### src/hdl/nn_classifier_defines.svh
`ifndef NN_CLASSIFIER_DEFINES_SVH
`define NN_CLASSIFIER_DEFINES_SVH

// Lane and row geometry
`define NN_LANES       4       // Class lanes per row
`define NN_WORD_W      16      // Q8.8 lane word
`define NN_ROW_W       64      // One memory row
`define NN_BYTES       8       // Byte enables per row

// Operand memory map
`define NN_ADDR_W      4
`define NN_FEATURES    9       // Feature rows 0..8
`define NN_BIAS_ROW    9       // Biases follow the weights

// Arithmetic
`define NN_FRAC_BITS   8
`define NN_ACC_W       40      // Headroom for nine 32-bit products
`define NN_RES_ADDR_W  2

`endif

### src/hdl/nn_classifier_pkg.sv
`default_nettype none

`include "nn_classifier_defines.svh"

package nn_classifier_pkg;

    typedef logic signed [`NN_WORD_W-1:0] lane_word_t;   // Signed Q8.8

    // Lane 0 in the top bits, same order as class_e
    typedef struct packed {
        lane_word_t dos;
        lane_word_t portscan;
        lane_word_t ddos;
        lane_word_t patator;
    } row_t;

    typedef struct packed {
        logic                   en;
        logic [`NN_BYTES-1:0]   byte_we;
        logic [`NN_ADDR_W-1:0]  addr;
        row_t                   data;
    } mem_wr_t;

    typedef struct packed {
        logic                   en;
        logic [`NN_ADDR_W-1:0]  addr;
    } mem_rd_t;

    typedef struct packed {
        logic acc_clear;   // Zero all accumulators
        logic acc_en;      // Add one product per lane
        logic bias_en;     // Add bias and produce scores
    } mac_ctrl_t;

    // Lane index, doubles as result address
    typedef enum logic [`NN_RES_ADDR_W-1:0] {DOS, PORTSCAN, DDOS, PATATOR} class_e;

    typedef enum logic [2:0] {IDLE, FETCH, BIAS, SCORE, STORE} seq_state_e;

endpackage

`default_nettype wire

### src/hdl/fetch_sequencer.sv
`default_nettype none

`include "nn_classifier_defines.svh"

module fetch_sequencer (
    input  wire                          clk,
    input  wire                          rst_n,
    input  wire                          start,
    input  wire                          clr,
    output nn_classifier_pkg::mem_rd_t   fetch_rd,
    output nn_classifier_pkg::mac_ctrl_t mac_ctrl,
    input  wire                          scores_valid,
    output logic                         ready,
    output logic                         done
);
    import nn_classifier_pkg::*;

    seq_state_e             state;
    logic [`NN_ADDR_W-1:0]  row_cnt;   // Doubles as read address
    logic                   accept;

    assign ready  = (state == IDLE);
    assign accept = start && ready;    // Start while busy is dropped

    // One request feeds both memories
    always_comb
    begin
        fetch_rd.en   = (state == FETCH) || (state == BIAS);
        fetch_rd.addr = row_cnt;
    end

    always_ff @(posedge clk or negedge rst_n) begin
        if (!rst_n)
        begin
            state   <= IDLE;
            row_cnt <= '0;
            done    <= 1'b0;
        end
        else if (clr)
        begin
            state   <= IDLE;   // Abort, no done
            row_cnt <= '0;
            done    <= 1'b0;
        end
        else
        begin
            done <= 1'b0;
            case (state)
                IDLE:
                begin
                    if (accept)
                    begin
                        state   <= FETCH;
                        row_cnt <= '0;
                    end
                end
                FETCH:
                begin
                    row_cnt <= row_cnt + 1'b1;   // Lands on the bias row after 8
                    if (row_cnt == `NN_FEATURES - 1)
                        state <= BIAS;
                end
                BIAS:  state <= SCORE;           // Bias read in flight
                SCORE: state <= STORE;           // Array adds bias this cycle
                STORE:
                begin
                    if (done)
                        state <= IDLE;
                    else if (scores_valid)
                        done <= 1'b1;            // Buffer written on this edge
                end
                default: state <= IDLE;
            endcase
        end
    end

    // Control one stage late, lines up with the read data
    always_ff @(posedge clk or negedge rst_n) begin
        if (!rst_n)
            mac_ctrl <= '0;
        else
        begin
            mac_ctrl.acc_clear <= clr || accept;
            mac_ctrl.acc_en    <= !clr && (state == FETCH);
            mac_ctrl.bias_en   <= !clr && (state == BIAS);
        end
    end

    // Array answers on the first STORE cycle
    a_score_latency: assert property (@(posedge clk) disable iff (!rst_n)
        (state == SCORE) |=> scores_valid);

    // No score pulse outside the store wait, except right after an abort
    a_no_stray_scores: assert property (@(posedge clk) disable iff (!rst_n)
        scores_valid |-> (state == STORE) || $past(clr));

endmodule

`default_nettype wire

### config.mk
export PLATFORM = sky130hd
export DESIGN_NAME = fetch_sequencer
export DESIGN_NICKNAME = d
export VERILOG_FILES = /design/src/hdl/nn_classifier_pkg.sv /design/src/hdl/fetch_sequencer.sv
export VERILOG_INCLUDE_DIRS = /design/src /design/src/hdl
export SDC_FILE = /design/constraint.sdc
export NUM_CORES = 1
export LEC_CHECK = 0
export ABC_AREA = 0
export BUFFER_PORTS_ARGS = -buffer_cell sky130_fd_sc_hd__buf_2
export CORE_AREA = 8 8 45 47
export DETAILED_ROUTE_END_ITERATION = 12
export DIE_AREA = 0 0 53 55
export GPL_ROUTABILITY_DRIVEN = 0
export GPL_TIMING_DRIVEN = 1
export PLACE_DENSITY = 0.71
export SLEW_MARGIN = 15
export SYNTH_ARGS = -nofsm -noshare
export SYNTH_HDL_FRONTEND = slang
export SYNTH_SLANG_ARGS = --single-unit
### constraint.sdc
create_clock -name clk -period 2.75 [get_ports clk]
set_input_delay 0.1375 -clock clk [delete_from_list [all_inputs] [get_ports clk]]
set_output_delay 0.1375 -clock clk [all_outputs]
set_load 0.02 [all_outputs]
## Yosys cells after proc, flatten, opt, wreduce, memory -nomap -nowiden

Index checks and enable logic that the tools add are counted.

| word-level totals | value |
|---|---|
| input port bits | 5 |
| word-level logic and storage cells | 37 |
| output and inout port bits | 10 |
| flip-flop bits (word level) | 11 |

| operators by class | value |
|---|---|
| multiplexer cells | 12 |
| equality and inequality tests | 8 |
| $add $sub $neg | 1 |
| reductions and logical operators | 10 |

Operators with widths:

| kind | count |
|---|---|
| $pmux W3 S5 | 1 |
| $mux W3 | 4 |
| $mux W4 | 2 |
| $pmux W4 S2 | 1 |
| $eq A3 B2 Y1 const B | 2 |
| $ne A3 B3 Y1 const B | 2 |
| $add A4 B1 Y4 const B | 1 |
| $eq A4 B4 Y1 const B | 1 |
| $mux W1 | 4 |
| $eq A3 B1 Y1 const B | 1 |
| $eq A3 B3 Y1 const B | 1 |
| $logic_and A1 B1 Y1 | 3 |
| $logic_not A3 Y1 | 1 |
| $ne A3 B2 Y1 const B | 1 |
| $reduce_and A3 Y1 | 1 |
| $reduce_bool A3 Y1 | 1 |
| $logic_or A1 B1 Y1 | 2 |
| $reduce_and A2 Y1 | 1 |
| $logic_not A1 Y1 | 1 |

## Depth between registers and ports, before layout

Gate-level depths: netlist (run 1).

| depth | value |
|---|---|
| depth after elaboration | 5 |
| gate-level depth with buffers | 5 |
| depth with buffers taken out | 5 |

## Least setup slack after synthesis (run 1)

No wires, ideal clock.

| timing | value |
|---|---|
| path kind | register -> register |
| start | register state[1] |
| end | register mac_ctrl[2] (netlist name) |
| period minus slack after synthesis | 1,295 ps |
| arrival | 1,228 ps |
| data required time | 2,683 ps |
| buffers on the path | 1 |
| stages on the path, launching flop included | 5 |
| library setup time | 67 ps |
| path slack | 1,455 ps |
| cells stage by stage | dfrtp_1 -> buf_2 -> nor3_1 -> nand2_1 -> nand2_1 |

| between the ends | value |
|---|---|
| cells in the longest elaborated chain, start to end | 3 |

RTL lines:

| element | RTL line | text |
|---|---|---|
| from (decl) | fetch_sequencer.sv:18 | `seq_state_e state;` |
| from (signal assigned) | fetch_sequencer.sv:35 | `state <= IDLE;` |
| from (signal assigned) | fetch_sequencer.sv:41 | `state <= IDLE;` |
| from (signal assigned) | fetch_sequencer.sv:53 | `state <= FETCH;` |
| $logic_not A3 Y1 | fetch_sequencer.sv:22 | `assign ready = (state == IDLE);` |
| net ready | fetch_sequencer.sv:13 | `output logic ready,` |
| $logic_and A1 B1 Y1 | fetch_sequencer.sv:23 | `assign accept = start && ready;` |
| $logic_or A1 B1 Y1 | fetch_sequencer.sv:83 | `mac_ctrl.acc_clear <= clr \|\| accept;` |
| to (decl) | fetch_sequencer.sv:11 | `output nn_classifier_pkg::mac_ctrl_t mac_ctrl,` |

The timed path passes the listed nets, and every way through them passes these cells.
A chain may end at the register's enable or synchronous reset.

## Worst setup path in the final report (run 1)

| timing | value |
|---|---|
| start | register state[1] |
| end | output ready |

| between the ends | value |
|---|---|
| cells in the longest elaborated chain, start to end | 1 |

RTL lines:

| element | RTL line |
|---|---|
| $logic_not A3 Y1 | fetch_sequencer.sv:22 |
| to (decl) | fetch_sequencer.sv:13 |

Every way passes these cells.

==> impl_metrics.env, run 1 <==
export IMPL_outcome="finished clean"
export IMPL_via_count=411
export IMPL_die_area_sq_um=2915
export IMPL_syn_cell_area_sq_um=536.8
export IMPL_min_path_type="in2reg"
export IMPL_synthXorXnorAreaFrac_pct=1.632
export IMPL_fin_area_sq_um=658.1
export IMPL_slew_headroom_pct=66.34
export IMPL_leakagePower_nw=0.3270
export IMPL_seq_area_frac_synth_pct=51.28
export IMPL_mostFrequentLayoutCell="buf_2"
export IMPL_initial_core_util_pct=38.79
export IMPL_syn_area_per_cell_sq_um=10.74
export IMPL_core_area_sq_um=1384
export IMPL_ir_drop_mv=0.1997
export IMPL_grt_overflow_total=0
export IMPL_worst_setup_path_start_kind="flop"
export IMPL_tightestPinTransition_ps=500.7
export IMPL_area_growth_syn_to_layout_pct=22.61
export IMPL_drcViolationCount=0
export IMPL_crit_type="reg2out"
export IMPL_worst_slack_ps=1333
export IMPL_synth_fp_nets=57
export IMPL_cts_setup_buffers=0
export IMPL_max_freq_ghz=0.7056
export IMPL_clock_path_buffers=2
export IMPL_place_port_buffers=14
export IMPL_clk_latency_ps=260
export IMPL_synth_adder_area_share_pct=4.662
export IMPL_yosys_warnings=0
export IMPL_clk_pin_slew_ps=70
export IMPL_final_util_pct=47.56
export IMPL_fin_crit_sh_pct=51.53
export IMPL_slew_violations=0
export IMPL_multi_input_area_sq_um=237.7
export IMPL_netlist_instances=50
export IMPL_min_period_ps=1417
export IMPL_layout_common_cells="14 x buf_2, 11 x dfrtp_1, 5 x inv_1, 5 x o21ai_0, 4 x nand2_1"
export IMPL_grt_antenna_before_repair=0
export IMPL_place_hpwl_microns=834.3
export IMPL_fin_nets=76
export IMPL_grt_first_pass_wirelength_microns=1780
export IMPL_dp_cells=79
export IMPL_grt_pass1_vias=396
export IMPL_cts_sinks=11
export IMPL_ios=15
export IMPL_crit_path_end_kind="output pin"
export IMPL_p_per_area_nw_per_um2=475.2
export IMPL_ant_nets=0
export IMPL_skew_ps=1.836
export IMPL_avgRoutedWirePerCell_microns=12.63
export IMPL_htree_levels=1
export IMPL_die_y_microns=55
export IMPL_synth_mux_area_share_pct=0
export IMPL_path_max_fanout=9
export IMPL_cts_tree="built"
export IMPL_place_ws_ps=1452
export IMPL_synth_cell_type_count=22
export IMPL_synth_top_family_by_area="simple AND/OR/NAND/NOR gates"
export IMPL_synth_compound_area_share_pct=12.82
export IMPL_ctsResizeCount=0
export IMPL_cts_made_buffers=3
export IMPL_rsz0062_at_grt="false"
export IMPL_num_rows=14
export IMPL_layout_cells_non_filler=84
export IMPL_drtIter0Drc=3
export IMPL_fp_dieW_microns=53
export IMPL_fill_cells=138
export IMPL_maxCapViolations=0
export IMPL_grt_max_degree=12
export IMPL_total_power_uw=312.7
export IMPL_finalHoldViolations=0
export IMPL_post_dp_cell_area_sq_um=621.8
export IMPL_firstDrtPassIters=4
export IMPL_seq_area_sq_um=275.3
export IMPL_wl_microns=1061
export IMPL_setup_viol_count_final=0
export IMPL_drive_above_1_share_pct=29.41
export IMPL_insertedDiodeCount=0
export IMPL_ys_seq_elements=11
export IMPL_whs_ps=108.4
export IMPL_setup_tns_ps=0
export IMPL_viasPerCell=4.893
export IMPL_cp_arrival_ps=1280
export IMPL_crit_required_ps=2610
export IMPL_synthSimpleGateAreaFrac_pct=25.17
export IMPL_cts_root_buffer="clkbuf_4"
export IMPL_grt_use_total_pct=8.444
-- where the power goes --
group / switching, mW / internal [mW]
Clock: 0.0506 / 0.0561
Sequential: 0.00426 / 0.166
Combinational: 0.0219 / 0.0138
-- flip-flops by register name, indices dropped and copies added, names as in the netlist --
| signal | count |
|---|---|
| mac_ctrl | 3 |
| state | 3 |
| done | 1 |
| row_cnt | 4 |
-- cells in the mapped netlist --
master | number | area share [%]
a21boi_1 | 1 | 1.4
a21oi_1 | 2 | 1.9
and3b_1 | 1 | 1.6
buf_2 | 1 | 0.93
dfrtp_1 | 11 | 51
ha_1 | 2 | 4.7
inv_1 | 5 | 3.5
nand2_1 | 4 | 2.8
nand2b_1 | 3 | 3.5
nand3_1 | 1 | 0.93
nand3b_1 | 1 | 1.4
nor2_1 | 2 | 1.4
nor2b_1 | 2 | 2.3
nor3_1 | 2 | 1.9
nor3b_2 | 1 | 2.3
nor4b_4 | 1 | 4.4
o21ai_0 | 5 | 4.7
o2bb2ai_1 | 1 | 1.6
o311a_1 | 1 | 1.9
o31ai_1 | 1 | 1.4
or4b_4 | 1 | 2.6
xnor2_1 | 1 | 1.6
-- timing repair --
item | CTS | global route
setup endpoints to repair | 0 | 0
endpoints found under the hold margin | 11 | 0
hold buffers | 1 | 0
-- logic make-up after synthesis --
logic type,after synthesis
xor+xnor,1
compound gates,11
buf+inv,6
flops,11
fa+ha+maj,2
simple gates,19
-- layer usage --
layer / up-vias / global-route usage (%) / part of all wire, % / routed length, microns
li1: 216 / - / - / -
met4: 0 / 6.466 / 0 / 0
met2: 8 / 13.09 / 52 / 548
met5: - / 0 / 0 / 0
met1: 187 / 9.531 / 42 / 443
met3: 0 / 2.674 / 6.5 / 69
-- final timing paths --
check / startpoint / to / slack [ps] / depth (start not counted)
setup / recovery: state[1] / ready / 1330 / 2
hold / removal: start / mac_ctrl[2] / 110 / 3
setup reg to reg: state[1] / done / 1450 / 2
hold reg to reg: done / done / 540 / 2
max in group asynchronous: rst_n / done / 2290 / 2
min in group asynchronous: rst_n / mac_ctrl[2] / 260 / 2
-- worst max-delay path: stages (launching register included) --
cell,delay (ps)
dfrtp_1,480
nor3_1,310
buf_2,230
-- cell type report --
| class | instances | area share (%) |
|---|---|---|
| Inverter | 5 | 2.852 |
| Tap cell | 16 | 3.042 |
| Sequential cell | 11 | 41.83 |
| Clock buffer | 4 | 3.992 |
| Timing Repair Buffer | 15 | 12.17 |
| Multi-Input combinational cell | 33 | 36.12 |
No activity file was read; power rests on OpenSTA's default activity.
==> run 2, diff against run 1 <==
==> constraint.sdc (replaced) <==
create_clock -name clk -period 1.4 [get_ports clk]
set_input_delay 0.07 -clock clk [delete_from_list [all_inputs] [get_ports clk]]
set_output_delay 0.07 -clock clk [all_outputs]
set_load 0.02 [all_outputs]
==> run 2 against run 1 <==
Net effect: global-route usage up 0.20 points; highest routed layer is now met4; setup slack got worse by 1300 ps; register-to-register slack got worse by 1400 ps; hold slack worse by 75 ps; critical endpoint is now done; die area unchanged; final area increased by 6.8%.
==> impl_metrics.env, run 2 (synthesis gave the netlist of run 1 again) <==
export IMPL_outcome="finished clean"
export IMPL_rrSetupSlack_ps=80
export IMPL_mostFrequentLayoutCell="buf_2"
export IMPL_fp_dieW_microns=53
export IMPL_fin_nets=79
export IMPL_largest_register_ffs=4
export IMPL_slew_headroom_pct=77.70
export IMPL_grt_antenna_before_repair=0
export IMPL_htree_levels=1
export IMPL_dp_cells=81
export IMPL_cts_tree="built"
export IMPL_tightestPinTransition_ps=333.1
export IMPL_firstDrtPassIters=5
export IMPL_min_delay_start="start"
export IMPL_fin_crit_sh_pct=94.59
export IMPL_layout_common_cells="12 x buf_2, 10 x dfrtp_1, 5 x inv_1, 5 x o21ai_0, 5 x buf_4"
export IMPL_clk_latency_ps=270
export IMPL_insertedDiodeCount=0
export IMPL_grt_max_degree=12
export IMPL_ant_nets=0
export IMPL_min_path_type="in2reg"
export IMPL_cts_root_buffer="clkbuf_4"
export IMPL_worst_setup_path_start_kind="flop"
export IMPL_cp_arrival_ps=1520
export IMPL_die_y_microns=55
export IMPL_path_max_fanout=5
export IMPL_crit_required_ps=1590
export IMPL_crit_type="reg2reg"
export IMPL_initial_core_util_pct=38.79
export IMPL_cts_sinks=11
export IMPL_grt_pass1_vias=410
export IMPL_die_area_sq_um=2915
export IMPL_total_power_uw=637.3
export IMPL_place_hpwl_microns=832.5
export IMPL_regMostFlops="row_cnt"
export IMPL_drcViolationCount=0
export IMPL_skew_ps=1.276
export IMPL_drtIter0Drc=8
export IMPL_drive_above_1_share_pct=38.03
export IMPL_rsz0062_at_grt="false"
export IMPL_grt_first_pass_wirelength_microns=1814
export IMPL_area_growth_syn_to_layout_pct=31.00
export IMPL_maxCapViolations=0
export IMPL_via_count=423
export IMPL_ios=15
export IMPL_max_freq_ghz=0.7551
export IMPL_finalHoldViolations=0
export IMPL_r2r_start="state[0]"
export IMPL_clk_pin_slew_ps=70
export IMPL_slew_violations=0
export IMPL_leakagePower_nw=0.3467
export IMPL_grt_overflow_total=0
export IMPL_clock_path_buffers=2
export IMPL_viasPerCell=4.862
export IMPL_crit_path_end_kind="flop"
export IMPL_cts_made_buffers=3
export IMPL_place_port_buffers=14
export IMPL_min_period_ps=1324
export IMPL_core_area_sq_um=1384
export IMPL_r2r_cells=3
export IMPL_whs_ps=33.07
export IMPL_layout_cells_non_filler=87
export IMPL_r2r_end="done"
export IMPL_num_rows=14
export IMPL_p_per_area_nw_per_um2=906.3
export IMPL_holdPathStages=3
export IMPL_setup_tns_ps=0
export IMPL_grt_use_total_pct=8.641
export IMPL_reg_top3="row_cnt: 4 flops, mac_ctrl: 3 flops, state: 3 flops"
export IMPL_setup_viol_count_final=0
export IMPL_wl_microns=1105
export IMPL_avgRoutedWirePerCell_microns=12.70
export IMPL_hold_path_end="mac_ctrl[2]"
export IMPL_ir_drop_mv=0.4770
run 2: worst max path at each step:
stage,startpoint,to,slack (ps),depth (start not counted)
detailed placement,state[1],done,120,2
CTS,state[0],fetch_rd[4],50,4
floorplan,state[1],mac_ctrl[2],100,4
global placement,state[1],done,140,2
global route,state[1],fetch_rd[4],10,3
finish,state[0],done,80,3
run 2: metrics by stage:
stage,setup slack (ps),util (%),cell area (sq um)
detailed placement,118.0,46.02,636.9
CTS,51.23,49.73,688.2
finish,75.74,50.81,703.2
floorplan,105.0,-,536.8
global placement,143.1,46.02,636.9
global route,14.11,50.81,703.2
run 2: area by class of cell:
type / count / area [sq um]
clock buffer: 4 / 26.28
fill: 131 / 680.7
inverter: 5 / 18.77
multi-input combinational: 33 / 254.0
sequential: 11 / 276.5
tap: 16 / 20.02
timing repair buffer: 18 / 107.6
run 2: per-layer routing:
metal	share of wire (%)	up-vias	routed length [microns]	track usage, %
li1	-	212	-	-
met5	0	-	0	0
met3	6.3	2	70	1.872
met4	2.5	0	28	9.052
met2	48	12	533	12.89
met1	43	197	473	9.767
run 2: worst max-delay path: stages (launching register included):
cell     delay, ps
dfrtp_1        380
buf_4          150
or4b_4         540
nor3b_2        180
run 2: power by group:
group          internal (mW)  switching (mW)  total (mW)
registers              0.326         0.00470       0.331
clock network          0.110           0.109       0.219
logic                 0.0386          0.0487      0.0873
run 2: what timing repair did:
item / in CTS / in global routing
pin swaps: 0 / 1
endpoints found under the hold margin: 11 / 0
setup buffers: 1 / 0
hold buffers: 1 / 0
resized for setup: 2 / 4
endpoints found under the setup margin: 2 / 1
==> run 3, diff against run 2 <==
--- a/config.mk
+++ b/config.mk
@@ -14,6 +14,7 @@
 export GPL_ROUTABILITY_DRIVEN = 0
 export GPL_TIMING_DRIVEN = 1
 export PLACE_DENSITY = 0.71
+export RECOVER_POWER = 25
 export SLEW_MARGIN = 15
 export SYNTH_ARGS = -nofsm -noshare
 export SYNTH_HDL_FRONTEND = slang
==> constraint.sdc (replaced) <==
create_clock -name clk -period 1.48 [get_ports clk]
set_input_delay 0.074 -clock clk [delete_from_list [all_inputs] [get_ports clk]]
set_output_delay 0.074 -clock clk [all_outputs]
set_load 0.02 [all_outputs]
==> run 3 against run 2 <==
Net effect: via count decreased by 1.2%; global-route usage decreased by 0.42 points; sequential share of layout area increased by 2.6 points; combinational power decreased by 24%; non-clock buffer count decreased by 3; first-iteration DRC count decreased by 13%; total power decreased by 9.0%; routed wire length decreased by 4.3%; sequential cell count unchanged; sequential power decreased by 4%; clock power decreased by 10%; core utilization decreased by 3.3 points; highest routed layer unchanged; critical endpoint is now fetch_rd[4].
==> impl_metrics.env, run 3 (synthesis gave the netlist of run 1 again) <==
export IMPL_outcome="finished clean"
export IMPL_avgRoutedWirePerCell_microns=12.58
export IMPL_drtIter0Drc=7
export IMPL_place_port_buffers=14
export IMPL_grt_use_total_pct=8.223
export IMPL_grt_first_pass_wirelength_microns=1787
export IMPL_grt_max_degree=12
export IMPL_grt_overflow_total=0
export IMPL_num_rows=14
export IMPL_r2r_cells=2
export IMPL_hold_path_end="mac_ctrl[2]"
export IMPL_insertedDiodeCount=0
export IMPL_fin_area_sq_um=656.9
export IMPL_layout_common_cells="13 x buf_2, 11 x dfrtp_1, 5 x inv_1, 5 x o21ai_0, 4 x nand2_1"
export IMPL_clock_path_buffers=2
export IMPL_r2r_end="done"
export IMPL_cts_root_buffer="clkbuf_4"
export IMPL_dp_cells=79
export IMPL_ant_nets=0
export IMPL_setup_tns_ps=0
export IMPL_drive_above_1_share_pct=27.94
export IMPL_total_power_uw=579.8
export IMPL_regMostFlops="row_cnt"
export IMPL_wl_microns=1057
export IMPL_cts_sinks=11
export IMPL_maxCapViolations=0
export IMPL_htree_levels=1
export IMPL_r2r_start="state[1]"
export IMPL_leakagePower_nw=0.3243
export IMPL_ios=15
export IMPL_crit_path_end_kind="output pin"
export IMPL_drcViolationCount=0
export IMPL_core_area_sq_um=1384
export IMPL_path_max_fanout=9
export IMPL_holdPathStages=3
export IMPL_viasPerCell=4.976
export IMPL_fill_cells=142
export IMPL_skew_ps=4.088
export IMPL_place_ws_ps=181.4
export IMPL_rsz0062_at_grt="false"
export IMPL_finalHoldViolations=0
export IMPL_crit_type="reg2out"
export IMPL_min_path_type="in2reg"
export IMPL_grt_antenna_before_repair=0
export IMPL_multi_input_area_sq_um=237.7
export IMPL_clk_latency_ps=260
export IMPL_worst_setup_path_start_kind="flop"
export IMPL_grt_pass1_vias=394
export IMPL_place_hpwl_microns=822.8
export IMPL_reg_top3="row_cnt: 4 flops, mac_ctrl: 3 flops, state: 3 flops"
export IMPL_whs_ps=48.23
export IMPL_firstDrtPassIters=4
export IMPL_ir_drop_mv=0.3833
export IMPL_post_dp_cell_area_sq_um=621.8
export IMPL_mostFrequentLayoutCell="buf_2"
export IMPL_clk_pin_slew_ps=70
export IMPL_die_area_sq_um=2915
export IMPL_cts_made_buffers=3
export IMPL_slew_violations=0
export IMPL_worst_slack_ps=143.4
export IMPL_ctsResizeCount=0
export IMPL_min_delay_start="start"
export IMPL_area_growth_syn_to_layout_pct=22.38
export IMPL_layout_cells_non_filler=84
export IMPL_cts_tree="built"
export IMPL_fin_crit_sh_pct=90.31
export IMPL_via_count=418
export IMPL_cp_arrival_ps=1260
export IMPL_fp_dieW_microns=53
export IMPL_die_y_microns=55
export IMPL_min_period_ps=1337
export IMPL_fin_nets=76
export IMPL_setup_viol_count_final=0
export IMPL_tightestPinTransition_ps=568.4
export IMPL_crit_required_ps=1410
export IMPL_slew_headroom_pct=62.11
export IMPL_initial_core_util_pct=38.79
export IMPL_max_freq_ghz=0.7481
export IMPL_largest_register_ffs=4
export IMPL_p_per_area_nw_per_um2=882.7
export IMPL_seq_area_sq_um=275.3
export IMPL_rrSetupSlack_ps=170
export IMPL_final_util_pct=47.47
[run 3: cell count changes in the layout (fill, tap and decap cells not counted), sizes merged]
| cell | change |
|---|---|
| buf | -4 |
| clkbuf | +1 |
[run 3: worst max path at each step]
stage / startpoint / to / slack [ps] / cells after the start
3_3_place_gp: state[1] / done / 220 / 2
3_5_place_dp: state[1] / done / 180 / 2
5_1_grt: state[1] / fetch_rd[4] / 50 / 3
6_report: state[1] / fetch_rd[4] / 140 / 3
2_1_floorplan: state[1] / mac_ctrl[2] / 180 / 4
4_1_cts: state[1] / fetch_rd[4] / 140 / 3
[run 3: routing by layer]
metal | up-vias | track usage (%) | routed length [microns]
li1 | 213 | - | -
met1 | 193 | 9.688 | 449
met2 | 10 | 13.28 | 514
met3 | 2 | 2.674 | 73
met4 | 0 | 3.879 | 19
met5 | - | 0 | 0
[run 3: layout make-up]
type,count,share of cell area [%]
timing repair buffer,15,12.00
inverter,5,2.857
clock buffer,4,4.000
sequential,11,41.90
tap,16,3.048
multi-input combinational,33,36.19
[run 3: critical path: stages, from the launching register on]
cell and delay [ps]:
dfrtp_1 490, nand2b_1 200, a21oi_1 140, buf_2 180
[run 3: repair_timing]
action,CTS,global route
hold buffers,1,0
setup buffers,0,0
hold endpoints to repair,11,0
[run 3: report_power, final]
group	switching, mW	total (mW)	internal, mW	leakage (nW)
logic	0.0411	0.0663	0.0252	0.162
registers	0.00794	0.317	0.309	0.147
clock network	0.0931	0.197	0.104	0.0150
total	0.142	0.580	0.438	0.324
